<file path="config.mk">
export PLATFORM = sky130hd
export DESIGN_NAME = inst_decode
export DESIGN_NICKNAME = d
export VERILOG_FILES = /design/src/design/rv_pkg.sv /design/src/design/inst_decode.sv
export SDC_FILE = /design/constraint.sdc
export NUM_CORES = 1
export LEC_CHECK = 0
export ABC_AREA = 1
export BUFFER_PORTS_ARGS = -buffer_cell sky130_fd_sc_hd__buf_2
export CAP_MARGIN = 10
export CORE_UTILIZATION = 37
export DETAILED_ROUTE_END_ITERATION = 16
export PLACE_DENSITY_LB_ADDON = 0.3
export SLEW_MARGIN = 15
export SYNTH_ARGS = -nofsm -noshare
export SYNTH_HDL_FRONTEND = slang
export SYNTH_SLANG_ARGS = --single-unit
</file>
<file path="constraint.sdc">
create_clock -name vclk -period 2.3
set_clock_uncertainty 0.2 [all_clocks]
set_input_delay 0.46 -clock vclk [all_inputs]
set_output_delay 0.46 -clock vclk [all_outputs]
set_load 0.01 [all_outputs]
</file>
<file path="src/design/rv_pkg.sv">
`default_nettype none

package rv_pkg;

    // data and field widths
    localparam int XLEN     = 64;
    localparam int INST_W   = 32;
    localparam int REG_AW   = 5;
    localparam int NUM_REGS = 32;

    // major opcodes, bits [6:0] of the instruction word
    typedef enum logic [6:0] {
        OPC_OP        = 7'b0110011,
        OPC_OP_IMM    = 7'b0010011,
        OPC_OP_32     = 7'b0111011,
        OPC_OP_IMM_32 = 7'b0011011,
        OPC_LUI       = 7'b0110111,
        OPC_AUIPC     = 7'b0010111
    } opcode_e;

    // alu operations
    typedef enum logic [3:0] {
        ALU_ADD    = 4'd0,
        ALU_SUB    = 4'd1,
        ALU_SLL    = 4'd2,
        ALU_SLT    = 4'd3,
        ALU_SLTU   = 4'd4,
        ALU_XOR    = 4'd5,
        ALU_SRL    = 4'd6,
        ALU_SRA    = 4'd7,
        ALU_OR     = 4'd8,
        ALU_AND    = 4'd9,
        ALU_PASS_B = 4'd10 // operand b straight through, for lui
    } alu_op_e;

endpackage

`default_nettype wire

</file>
<file path="src/design/inst_decode.sv">
`timescale 1ns/1ps
`default_nettype none

module inst_decode (
    input  logic [rv_pkg::INST_W-1:0] inst_i,
    output logic [rv_pkg::REG_AW-1:0] rs1_addr_o,
    output logic [rv_pkg::REG_AW-1:0] rs2_addr_o,
    output logic [rv_pkg::REG_AW-1:0] rd_addr_o,
    output rv_pkg::alu_op_e           alu_op_o,
    output logic [rv_pkg::XLEN-1:0]   imm_o,
    output logic                      use_imm_o,
    output logic                      use_pc_o,
    output logic                      word_op_o,
    output logic                      illegal_o
);
    import rv_pkg::*;

    opcode_e           opcode;
    logic [2:0]        funct3;
    logic [6:0]        funct7;
    logic [XLEN-1:0]   imm_i_type;
    logic [XLEN-1:0]   imm_u_type;
    logic [XLEN-1:0]   imm_shamt;

    // funct3 to base operation, shared by op and op-imm
    function automatic alu_op_e base_op(input logic [2:0] f3);
        case (f3)
            3'b000:  return ALU_ADD;
            3'b001:  return ALU_SLL;
            3'b010:  return ALU_SLT;
            3'b011:  return ALU_SLTU;
            3'b100:  return ALU_XOR;
            3'b101:  return ALU_SRL;
            3'b110:  return ALU_OR;
            default: return ALU_AND;
        endcase
    endfunction

    assign opcode = opcode_e'(inst_i[6:0]);
    assign funct3 = inst_i[14:12];
    assign funct7 = inst_i[31:25];

    assign rs1_addr_o = inst_i[19:15];
    assign rs2_addr_o = inst_i[24:20];
    assign rd_addr_o  = inst_i[11:7];

    assign imm_i_type = {{(XLEN-12){inst_i[31]}}, inst_i[31:20]};
    assign imm_u_type = {{(XLEN-32){inst_i[31]}}, inst_i[31:12], 12'b0};
    assign imm_shamt  = {{(XLEN-6){1'b0}}, inst_i[25:20]}; // alu trims to 5 bits for words

    always_comb begin
        alu_op_o  = ALU_ADD;
        imm_o     = imm_i_type;
        use_imm_o = 1'b0;
        use_pc_o  = 1'b0;
        word_op_o = 1'b0;
        illegal_o = 1'b0;

        case (opcode)
            OPC_OP_IMM: begin
                use_imm_o = 1'b1;
                alu_op_o  = base_op(funct3);
                if (funct3 == 3'b001) begin
                    imm_o     = imm_shamt;
                    illegal_o = (inst_i[31:26] != 6'b000000); // 6-bit shamt
                end else if (funct3 == 3'b101) begin
                    imm_o = imm_shamt;
                    if (inst_i[31:26] == 6'b010000)
                        alu_op_o = ALU_SRA; // srai bit set
                    else if (inst_i[31:26] != 6'b000000)
                        illegal_o = 1'b1;
                end
            end
            OPC_OP_IMM_32: begin
                use_imm_o = 1'b1;
                word_op_o = 1'b1;
                case (funct3)
                    3'b000: alu_op_o = ALU_ADD; // addiw
                    3'b001: begin
                        imm_o     = imm_shamt;
                        alu_op_o  = ALU_SLL;
                        illegal_o = (funct7 != 7'b0000000); // also rejects shamt[5]
                    end
                    3'b101: begin
                        imm_o = imm_shamt;
                        if (funct7 == 7'b0000000)
                            alu_op_o = ALU_SRL;
                        else if (funct7 == 7'b0100000)
                            alu_op_o = ALU_SRA;
                        else
                            illegal_o = 1'b1;
                    end
                    default: illegal_o = 1'b1;
                endcase
            end
            OPC_OP: begin
                if (funct7 == 7'b0000000) begin
                    alu_op_o = base_op(funct3);
                end else if (funct7 == 7'b0100000 && funct3 == 3'b000) begin
                    alu_op_o = ALU_SUB;
                end else if (funct7 == 7'b0100000 && funct3 == 3'b101) begin
                    alu_op_o = ALU_SRA;
                end else begin
                    illegal_o = 1'b1;
                end
            end
            OPC_OP_32: begin
                word_op_o = 1'b1;
                case ({funct7, funct3})
                    {7'b0000000, 3'b000}: alu_op_o = ALU_ADD;
                    {7'b0100000, 3'b000}: alu_op_o = ALU_SUB;
                    {7'b0000000, 3'b001}: alu_op_o = ALU_SLL;
                    {7'b0000000, 3'b101}: alu_op_o = ALU_SRL;
                    {7'b0100000, 3'b101}: alu_op_o = ALU_SRA;
                    default:              illegal_o = 1'b1;
                endcase
            end
            OPC_LUI: begin
                use_imm_o = 1'b1;
                imm_o     = imm_u_type;
                alu_op_o  = ALU_PASS_B;
            end
            OPC_AUIPC: begin
                use_imm_o = 1'b1;
                use_pc_o  = 1'b1; // pc + upper immediate
                imm_o     = imm_u_type;
            end
            default: illegal_o = 1'b1;
        endcase
    end

endmodule

`default_nettype wire

</file>
; Word-level counts from Yosys, hierarchy flattened
; Cells that the tools add are included.
[word_totals]
register_bits = 0
output_inout_bits = 87
inputBits = 32
word_cells = 61
[classes]
n_eq_ne = 18
n_reduce_logical = 12
mux = 31
[ops]
columns = operator, n
row1 = $mux W64, 3
row2 = $pmux W64 S3, 1
row3 = $eq A7 B6 Y1 const B, 4
row4 = $pmux W4 S7, 1
row5 = $eq A7 B5 Y1 const B, 3
row6 = $eq A10 B9 Y1 const B, 2
row7 = $pmux W4 S5, 1
row8 = $mux W4, 4
row9 = $mux W1, 13
row10 = $mux W3, 4
row11 = $pmux W3 S4, 1
row12 = $eq A10 B1 Y1 const B, 1
row13 = $eq A10 B3 Y1 const B, 1
row14 = $logic_not A10 Y1, 1
row15 = $eq A3 B3 Y1 const B, 3
row16 = $logic_not A7 Y1, 1
row17 = $reduce_bool A7 Y1, 1
row18 = $eq A3 B2 Y1 const B, 2
row19 = $eq A6 B5 Y1 const B, 1
row20 = $pmux W3 S2, 1
row21 = $reduce_bool A6 Y1, 1
row22 = $reduce_or A2 Y1, 3
row23 = $pmux W1 S5, 1
row24 = $reduce_or A5 Y1, 1
row25 = other kinds (5), 6

; Logic depth before layout (Yosys ltp)
; Gate-level depths: netlist (run 1).
[depth]
ltp_word = 6
mapped_depth = 11
mapped_depth_nobuf = 10

; Worst setup path before layout (run 1)
; Ideal clock, no wire load.
[synth_path]
kind = input-to-output
from = in inst_i[1] in the netlist's numbering
to = out imm_o[32] in the netlist's numbering
t_required_ps = 1640
cell_stages = 8
arrival_time_ps = 1608
slack_ps = 32
cell_sequence = nand2_1 -> inv_1 -> nand2_1 -> nor2_2 -> nand2_2 -> nand2_1 -> inv_1 -> buf_4
[synth_between]
elab_chain_len = 3
word_cells_on_any_way = 6
classes_between = 4 x eq/ne / 1 x mux / 1 x reduce/logical
[synth_rtl]
columns = element, line
row1 = "start, declared", inst_decode.sv:5  ; input logic [rv_pkg::INST_W-1:0] inst_i,
row2 = $eq A7 B5 Y1 or $eq A7 B6 Y1 (tied branches), inst_decode.sv:59  ; case (opcode)
row3 = $reduce_or A2 Y1 (no source line), -
row4 = $pmux W64 S3 *, inst_decode.sv:59
row5 = "end, declared", inst_decode.sv:10  ; output logic [rv_pkg::XLEN-1:0] imm_o,
; Mark *: on every way between the ends. The rest lies on a longest branch, timed or not.

; Worst setup path after layout (run 1)
[layout_path]
from = in inst_i[25] in the netlist's numbering
to = out illegal_o
[layout_between]
elab_chain_len = 6
word_cells_on_any_way = 19
classes_between = 5 x eq/ne / 8 x mux / 6 x reduce/logical
[layout_rtl]
columns = element, line
row1 = $eq A7 B6 Y1, "inst_decode.sv:88, inst_decode.sv:99, inst_decode.sv:101"
row2 = $logic_and A1 B1 Y1, inst_decode.sv:101  ; end else if (funct7 == 7'b0100000 && funct3 == 3'b101) begin
row3 = $mux W1, inst_decode.sv:101
row4 = $mux W1, inst_decode.sv:99  ; end else if (funct7 == 7'b0100000 && funct3 == 3'b000) begin
row5 = $mux W1, inst_decode.sv:97  ; if (funct7 == 7'b0000000) begin
row6 = $pmux W1 S5 *, inst_decode.sv:59
row7 = "end, declared", inst_decode.sv:14  ; output logic illegal_o
; Marks and branches as above.

==> metrics.yaml, run 1 <==
die:
  start_util: 0.391
  ios: 119
  core_um2: 3080
  die_w_um: 59.0
  rows: 20
  die-height_um: 59.0
  die_area_um2: 3490
job:
  maxCapViolCount: 0
power:
  vdd_drop_max_mv: 0.0775
  power_uw: 241
  leakagePower_uw: 0.000931
  power_density_nw_per_um2: 162
sta:
  worst_slew_pin_slew_ps: 254
  fin_crit_ps: 2180
  hold_slack_ps: 720
  finalSetupViolCount: 0
  relSlewSlack: 0.831
  max_freq_mhz: 458
  period_share: 0.950
  finalHoldViolations: 0
  drv_slew: 0
  setup_ws_ps: 115
  rsz0062_at_grt: "true"
synth:
  synth_compound_area_frac: 0.116
  syn_area_um2: 1200
  synthCells: 220
  synth_fa_ha_area_frac: 0
  ys_seq_area_frac: 0
  synth_xor_xnor_area_share: 0
  yosysUniqueCellTypes: 25
  yosys-mux-area-fraction: 0
  synth.top_cell.area_share: 0.299
  yosysMostFrequentCell: "buf_4"
  yosys.area.top_type: "buf_4"
  syn_nets: 252
  yosys_warnings: 0
  synth-simple-area-share: 0.440
  ys_top_cells_by_area: "buf_4 (30%), nand2_1 (14%), nor2_1 (11%), inv_1 (7.5%), nand3_1 (5.0%)"
  synth_top_family_by_area: "buffers and inverters"
  syn_area_per_cell_um2: 5.47
  ys_top_cells_by_count: "buf_4 (48), nand2_1 (46), nor2_1 (34)"
critical_path:
  worstPathArrival_ps: 1520
  start_kind: "input pin"
  startpoint: "inst_i[25]"
  crit_type: "input pin to output pin"
  end_kind: "output pin"
  cp_data_required_time_ps: 1640
  cp_max_fo: 5
routing:
  ant_nets: 0
  dr.pass1.iters: 4
  drc: 0
  vias: 1452
  drt_iter0_markers: 68
  routed_via_density: 4.44
  wl_mm: 3.08
  routedWlPerCell_um: 9.43
grt:
  overflow: 0
  grt_usage: 0.170
  grt_max_degree: 34
  grt_pass1_vias: 1105
  grt_pass1_wl_mm: 4.66
  antenna_found_initial: 0
finish:
  finish.net_count: 317
  area_growth_syn_to_layout_pct: 23.6
  final_util: 0.483
  register_area_um2: 0
  fin_cells: 327
  flops_and_latches: 0
  insertedDiodeCount: 0
  final.clkbuf_count: 0
  nFillCells: 376
  drive_gt1_frac: 0.512
placed_design:
  routabilityCongestion: 0.888
  dp_hpwl_mm: 2.67
  dp.cells: 327
  portBuffers: 109
  preCtsSetupSlack_ps: 27.1
clocking:
  postCtsSetupBuffers: 0
min_path:
  hp-start: "inst_i[7]"
  hold_class: "input pin to output pin"
outcome:
  status: "finished, final reports clean"
what timing repair did:
action,CTS,global route
gates resized for setup,0,3
hold buffers,0,0
endpoints found under the setup margin,0,22
cells by family (layout without fill, tap and decap cells):
kind of cell / count (synthesis) / after routing
compound gates: 22 / 22
simple gates: 113 / 113
buf+inv: 85 / 148
power breakdown:
group,switching [uW],internal [uW]
clock,0,0
sequential,0,0
combinational,143,98.0
total,143,98.0
area by class of cell:
type / count / area (um2) / area share
inverters: 32 / 124 / 0.0833
multi-input cells: 135 / 686 / 0.461
well taps: 44 / 55.1 / 0.0370
repair buffers: 116 / 623 / 0.419
worst max-delay path, stage by stage:
cell     delay, ps
buf_2          130
nor2_1          90
nand2_1         80
nor2_2         240
inv_2           90
nand2_1         60
nand2_1         60
a21oi_2        120
nand2_1         50
buf_2          130
layer usage:
layer  part of all wire  GRT usage
met4             0.0055     0.0102
met2               0.52      0.349
met1               0.41      0.201
met5                  0          0
met3              0.067    0.00218
cells in the final DEF, fill, tap and decap left out, types with 4 or more instances in the layout:
| cell type | n |
|---|---|
| buf_2 | 109 |
| buf_4 | 5 |
| inv_1 | 24 |
| inv_2 | 6 |
| nand2_1 | 45 |
| nand2_2 | 4 |
| nand3_1 | 12 |
| nor2_1 | 34 |
| o21ai_0 | 12 |
| o21ai_2 | 5 |
path summary, 6_finish.rpt:
path / endpoint / slack, ps / depth (start not counted)
setup / recovery: illegal_o / 120 / 10
hold / removal: rd_addr_o[0] / 720 / 0
per-stage QoR:
step	area, um2	TNS, ps
floorplan	1200	0
global placement	1470	0
CTS	1470	0
global route	1490	-24.4
finish	1490	0
detailed placement	1470	0
(Power assumes the default switching activity.)
==> run 2: changes to the inputs <==
- ABC_AREA: 1 -> not set
==> run 2 against run 1 <==
- the run now ends with negative setup slack left
- die area grew 0.10%
- largest power group unchanged
- flip-flop and latch count is the same
- fmax shrank 8.2%
- critical path type unchanged
- total power grew 36%
- combinational power grew 36%
- wire length grew 38%
- synthesized area grew 0.10%
- via count grew 7.3%
==> metrics.yaml, run 2 <==
synth:
  syn_area_um2: 1200  # about the same
  syn_nets: 197  # was 252
  synth.top_cell.area_share: 0.299  # about the same
  ys_top_cells_by_area: "buf_4 (30%), a21o_1 (12%), nor2b_1 (4.2%), nand2b_1 (3.6%), nor4_4 (3.5%)"  # was buf_4 (30%), nand2_1 (14%), nor2_1 (11%), inv_1 (7.5%), nand3_1 (5.0%)
  synthCells: 165  # was 220
  ys_seq_area_frac: 0  # unchanged
  yosysUniqueCellTypes: 43  # was 25
  yosys.area.top_type: "buf_4"  # unchanged
  syn_area_per_cell_um2: 7.30  # was 5.47 um2
  ys_top_cells_by_count: "buf_4 (48), a21o_1 (20), buf_2 (8), nor2b_1 (8)"  # was buf_4 (48), nand2_1 (46), nor2_1 (34)
  yosysMostFrequentCell: "buf_4"  # unchanged
  yosys_warnings: 0  # unchanged
power:
  vdd_drop_max_mv: 0.0995  # was 0.0775 mV
  leakagePower_uw: 0.00110  # was 0.000931 uW
  power_density_nw_per_um2: 162  # about the same
sta:
  relSlewSlack: 0.786  # was 0.831
  worst_slew_pin_slew_ps: 321  # was 254 ps
  finalHoldViolations: 0  # unchanged
  period_share: 1.04  # was 0.950
  finalSetupViolCount: 29  # was 0
  fin_crit_ps: 2380  # was 2180 ps
  max_freq_mhz: 420  # was 458 MHz
  setup_ws_ps: -81.2  # was 115 ps
  rsz0062_at_grt: "true"  # unchanged
  drv_slew: 0  # unchanged
routing:
  ant_nets: 0  # unchanged
  routed_via_density: 5.14  # was 4.44
  vias: 1558  # was 1452
  dr.pass1.iters: 4  # unchanged
  drc: 0  # unchanged
  routedWlPerCell_um: 14.1  # was 9.43 um
  wl_mm: 4.26  # was 3.08 mm
  drt_iter0_markers: 43  # was 68
finish:
  area_growth_syn_to_layout_pct: 68.0  # was 23.6%
  final_common_cell: "buf_2"  # unchanged
  flops_and_latches: 0  # unchanged
  register_area_um2: 0  # unchanged
  insertedDiodeCount: 0  # unchanged
  final_cell_mix: "buf_2 (101), buf_4 (27), a21o_1 (20)"  # was buf_2 (109), nand2_1 (45), nor2_1 (34)
  final.clkbuf_count: 0  # unchanged
  finish.net_count: 293  # was 317
  stdcell_area_um2: 2020  # was 1490 um2
  drive_gt1_frac: 0.687  # was 0.512
min_path:
  hold_class: "input pin to output pin"  # unchanged
grt:
  grt_usage: 0.210  # was 0.170
  antenna_found_initial: 0  # unchanged
  overflow: 0  # unchanged
  grt_pass1_wl_mm: 5.91  # was 4.66 mm
  grt_pass1_vias: 1265  # was 1105
  grt_max_degree: 18  # was 34
critical_path:
  critPathCapture: "illegal_o"  # unchanged
  start_kind: "input pin"  # unchanged
  startpoint: "inst_i[13]"  # was inst_i[25]
  cp_data_required_time_ps: 1640  # about the same
  crit_type: "input pin to output pin"  # unchanged
  end_kind: "output pin"  # unchanged
  cp_max_fo: 5  # unchanged
  worstPathArrival_ps: 1720  # was 1520 ps
placed_design:
  portBuffers: 109  # unchanged
  preCtsSetupSlack_ps: -357  # was 27.1 ps
  placed_cell_area_um2: 1570  # was 1470 um2
  dp_hpwl_mm: 2.65  # was 2.67 mm
  routabilityCongestion: 0.823  # was 0.888
job:
  maxCapViolCount: 0  # unchanged
die:
  start_util: 0.391  # about the same
  rows: 20  # unchanged
  die-height_um: 59.1  # was 59.0 um
  die_w_um: 59.1  # was 59.0 um
  die_area_um2: 3490  # about the same
  ios: 119  # unchanged
  core_um2: 3080  # unchanged
outcome:
  status: "finished with violations"  # was finished, final reports clean
  violations: "negative setup slack"
[run 2: how the worst min path moves through the flow]
stage               slack [ps]  depth (start not counted)           end        from
detailed placement         720                          0  rd_addr_o[4]  inst_i[11]
floorplan                  810                          1  rd_addr_o[0]   inst_i[7]
CTS                        720                          0  rd_addr_o[4]  inst_i[11]
global route               720                          0  rd_addr_o[0]   inst_i[7]
global placement           720                          0  rd_addr_o[4]  inst_i[11]
finish                     720                          0  rd_addr_o[0]   inst_i[7]
[run 2: area by class of cell]
cell class | instances | area (um2)
fillers | 273 | 1050
repair buffers | 147 | 995
inverters | 3 | 11.3
multi-input cells | 109 | 963
well taps | 44 | 55.1
[run 2: worst max-delay path, stage by stage]
cell and delay, ps:
buf_6 100, buf_8 110, or4b_4 500, a311oi_2 240
nor4bb_1 90, o21ai_1 80, buf_2 140
[run 2: cell families (layout without fill, tap and decap cells)]
| kind of cell | after synthesis | after routing | share of synthesized area |
|---|---|---|---|
| AO/OA/AOI/OAI | 42 | 42 | 0.265 |
| XOR/XNOR | 3 | 3 | 0.0218 |
| buffers and inverters | 62 | 150 | 0.363 |
| AND/OR/NAND/NOR | 58 | 64 | 0.350 |
[run 2: what timing repair did]
item | in CTS | in global routing
endpoints found under the hold margin | 0 | 0
gates resized for setup | 30 | 20
gates cloned | 4 | 4
setup endpoints to repair | 61 | 70
pin swaps | 5 | 8
buffers inserted | 11 | 1
hold buffers | 0 | 0
[run 2: layer usage]
| layer | vias to the layer above | track usage | share of wire |
|---|---|---|---|
| li1 | 742 | - | - |
| met1 | 711 | 0.294 | 0.41 |
| met2 | 97 | 0.369 | 0.51 |
| met3 | 8 | 0.00873 | 0.064 |
| met4 | 0 | 0.0170 | 0.015 |
| met5 | - | 0 | 0 |
[run 2: through the flow]
step	TNS (ps)	utilization	hold WS, ps	instances	power, uW
final	-557	0.658	720	303	328
after global routing	-4800	0.658	720	303	355
after CTS	-588	0.612	720	298	309
after detailed placement	-9040	0.511	720	283	275
after global placement	-6690	0.511	720	283	273
after floorplan	0	-	812	165	199
[run 2: where the power goes]
part	internal, uW	leakage [uW]	switching [uW]	total [uW]
clock network	0	0	0	0
registers	0	0	0	0
logic	159	0.00110	170	328
total	159	0.00110	170	328
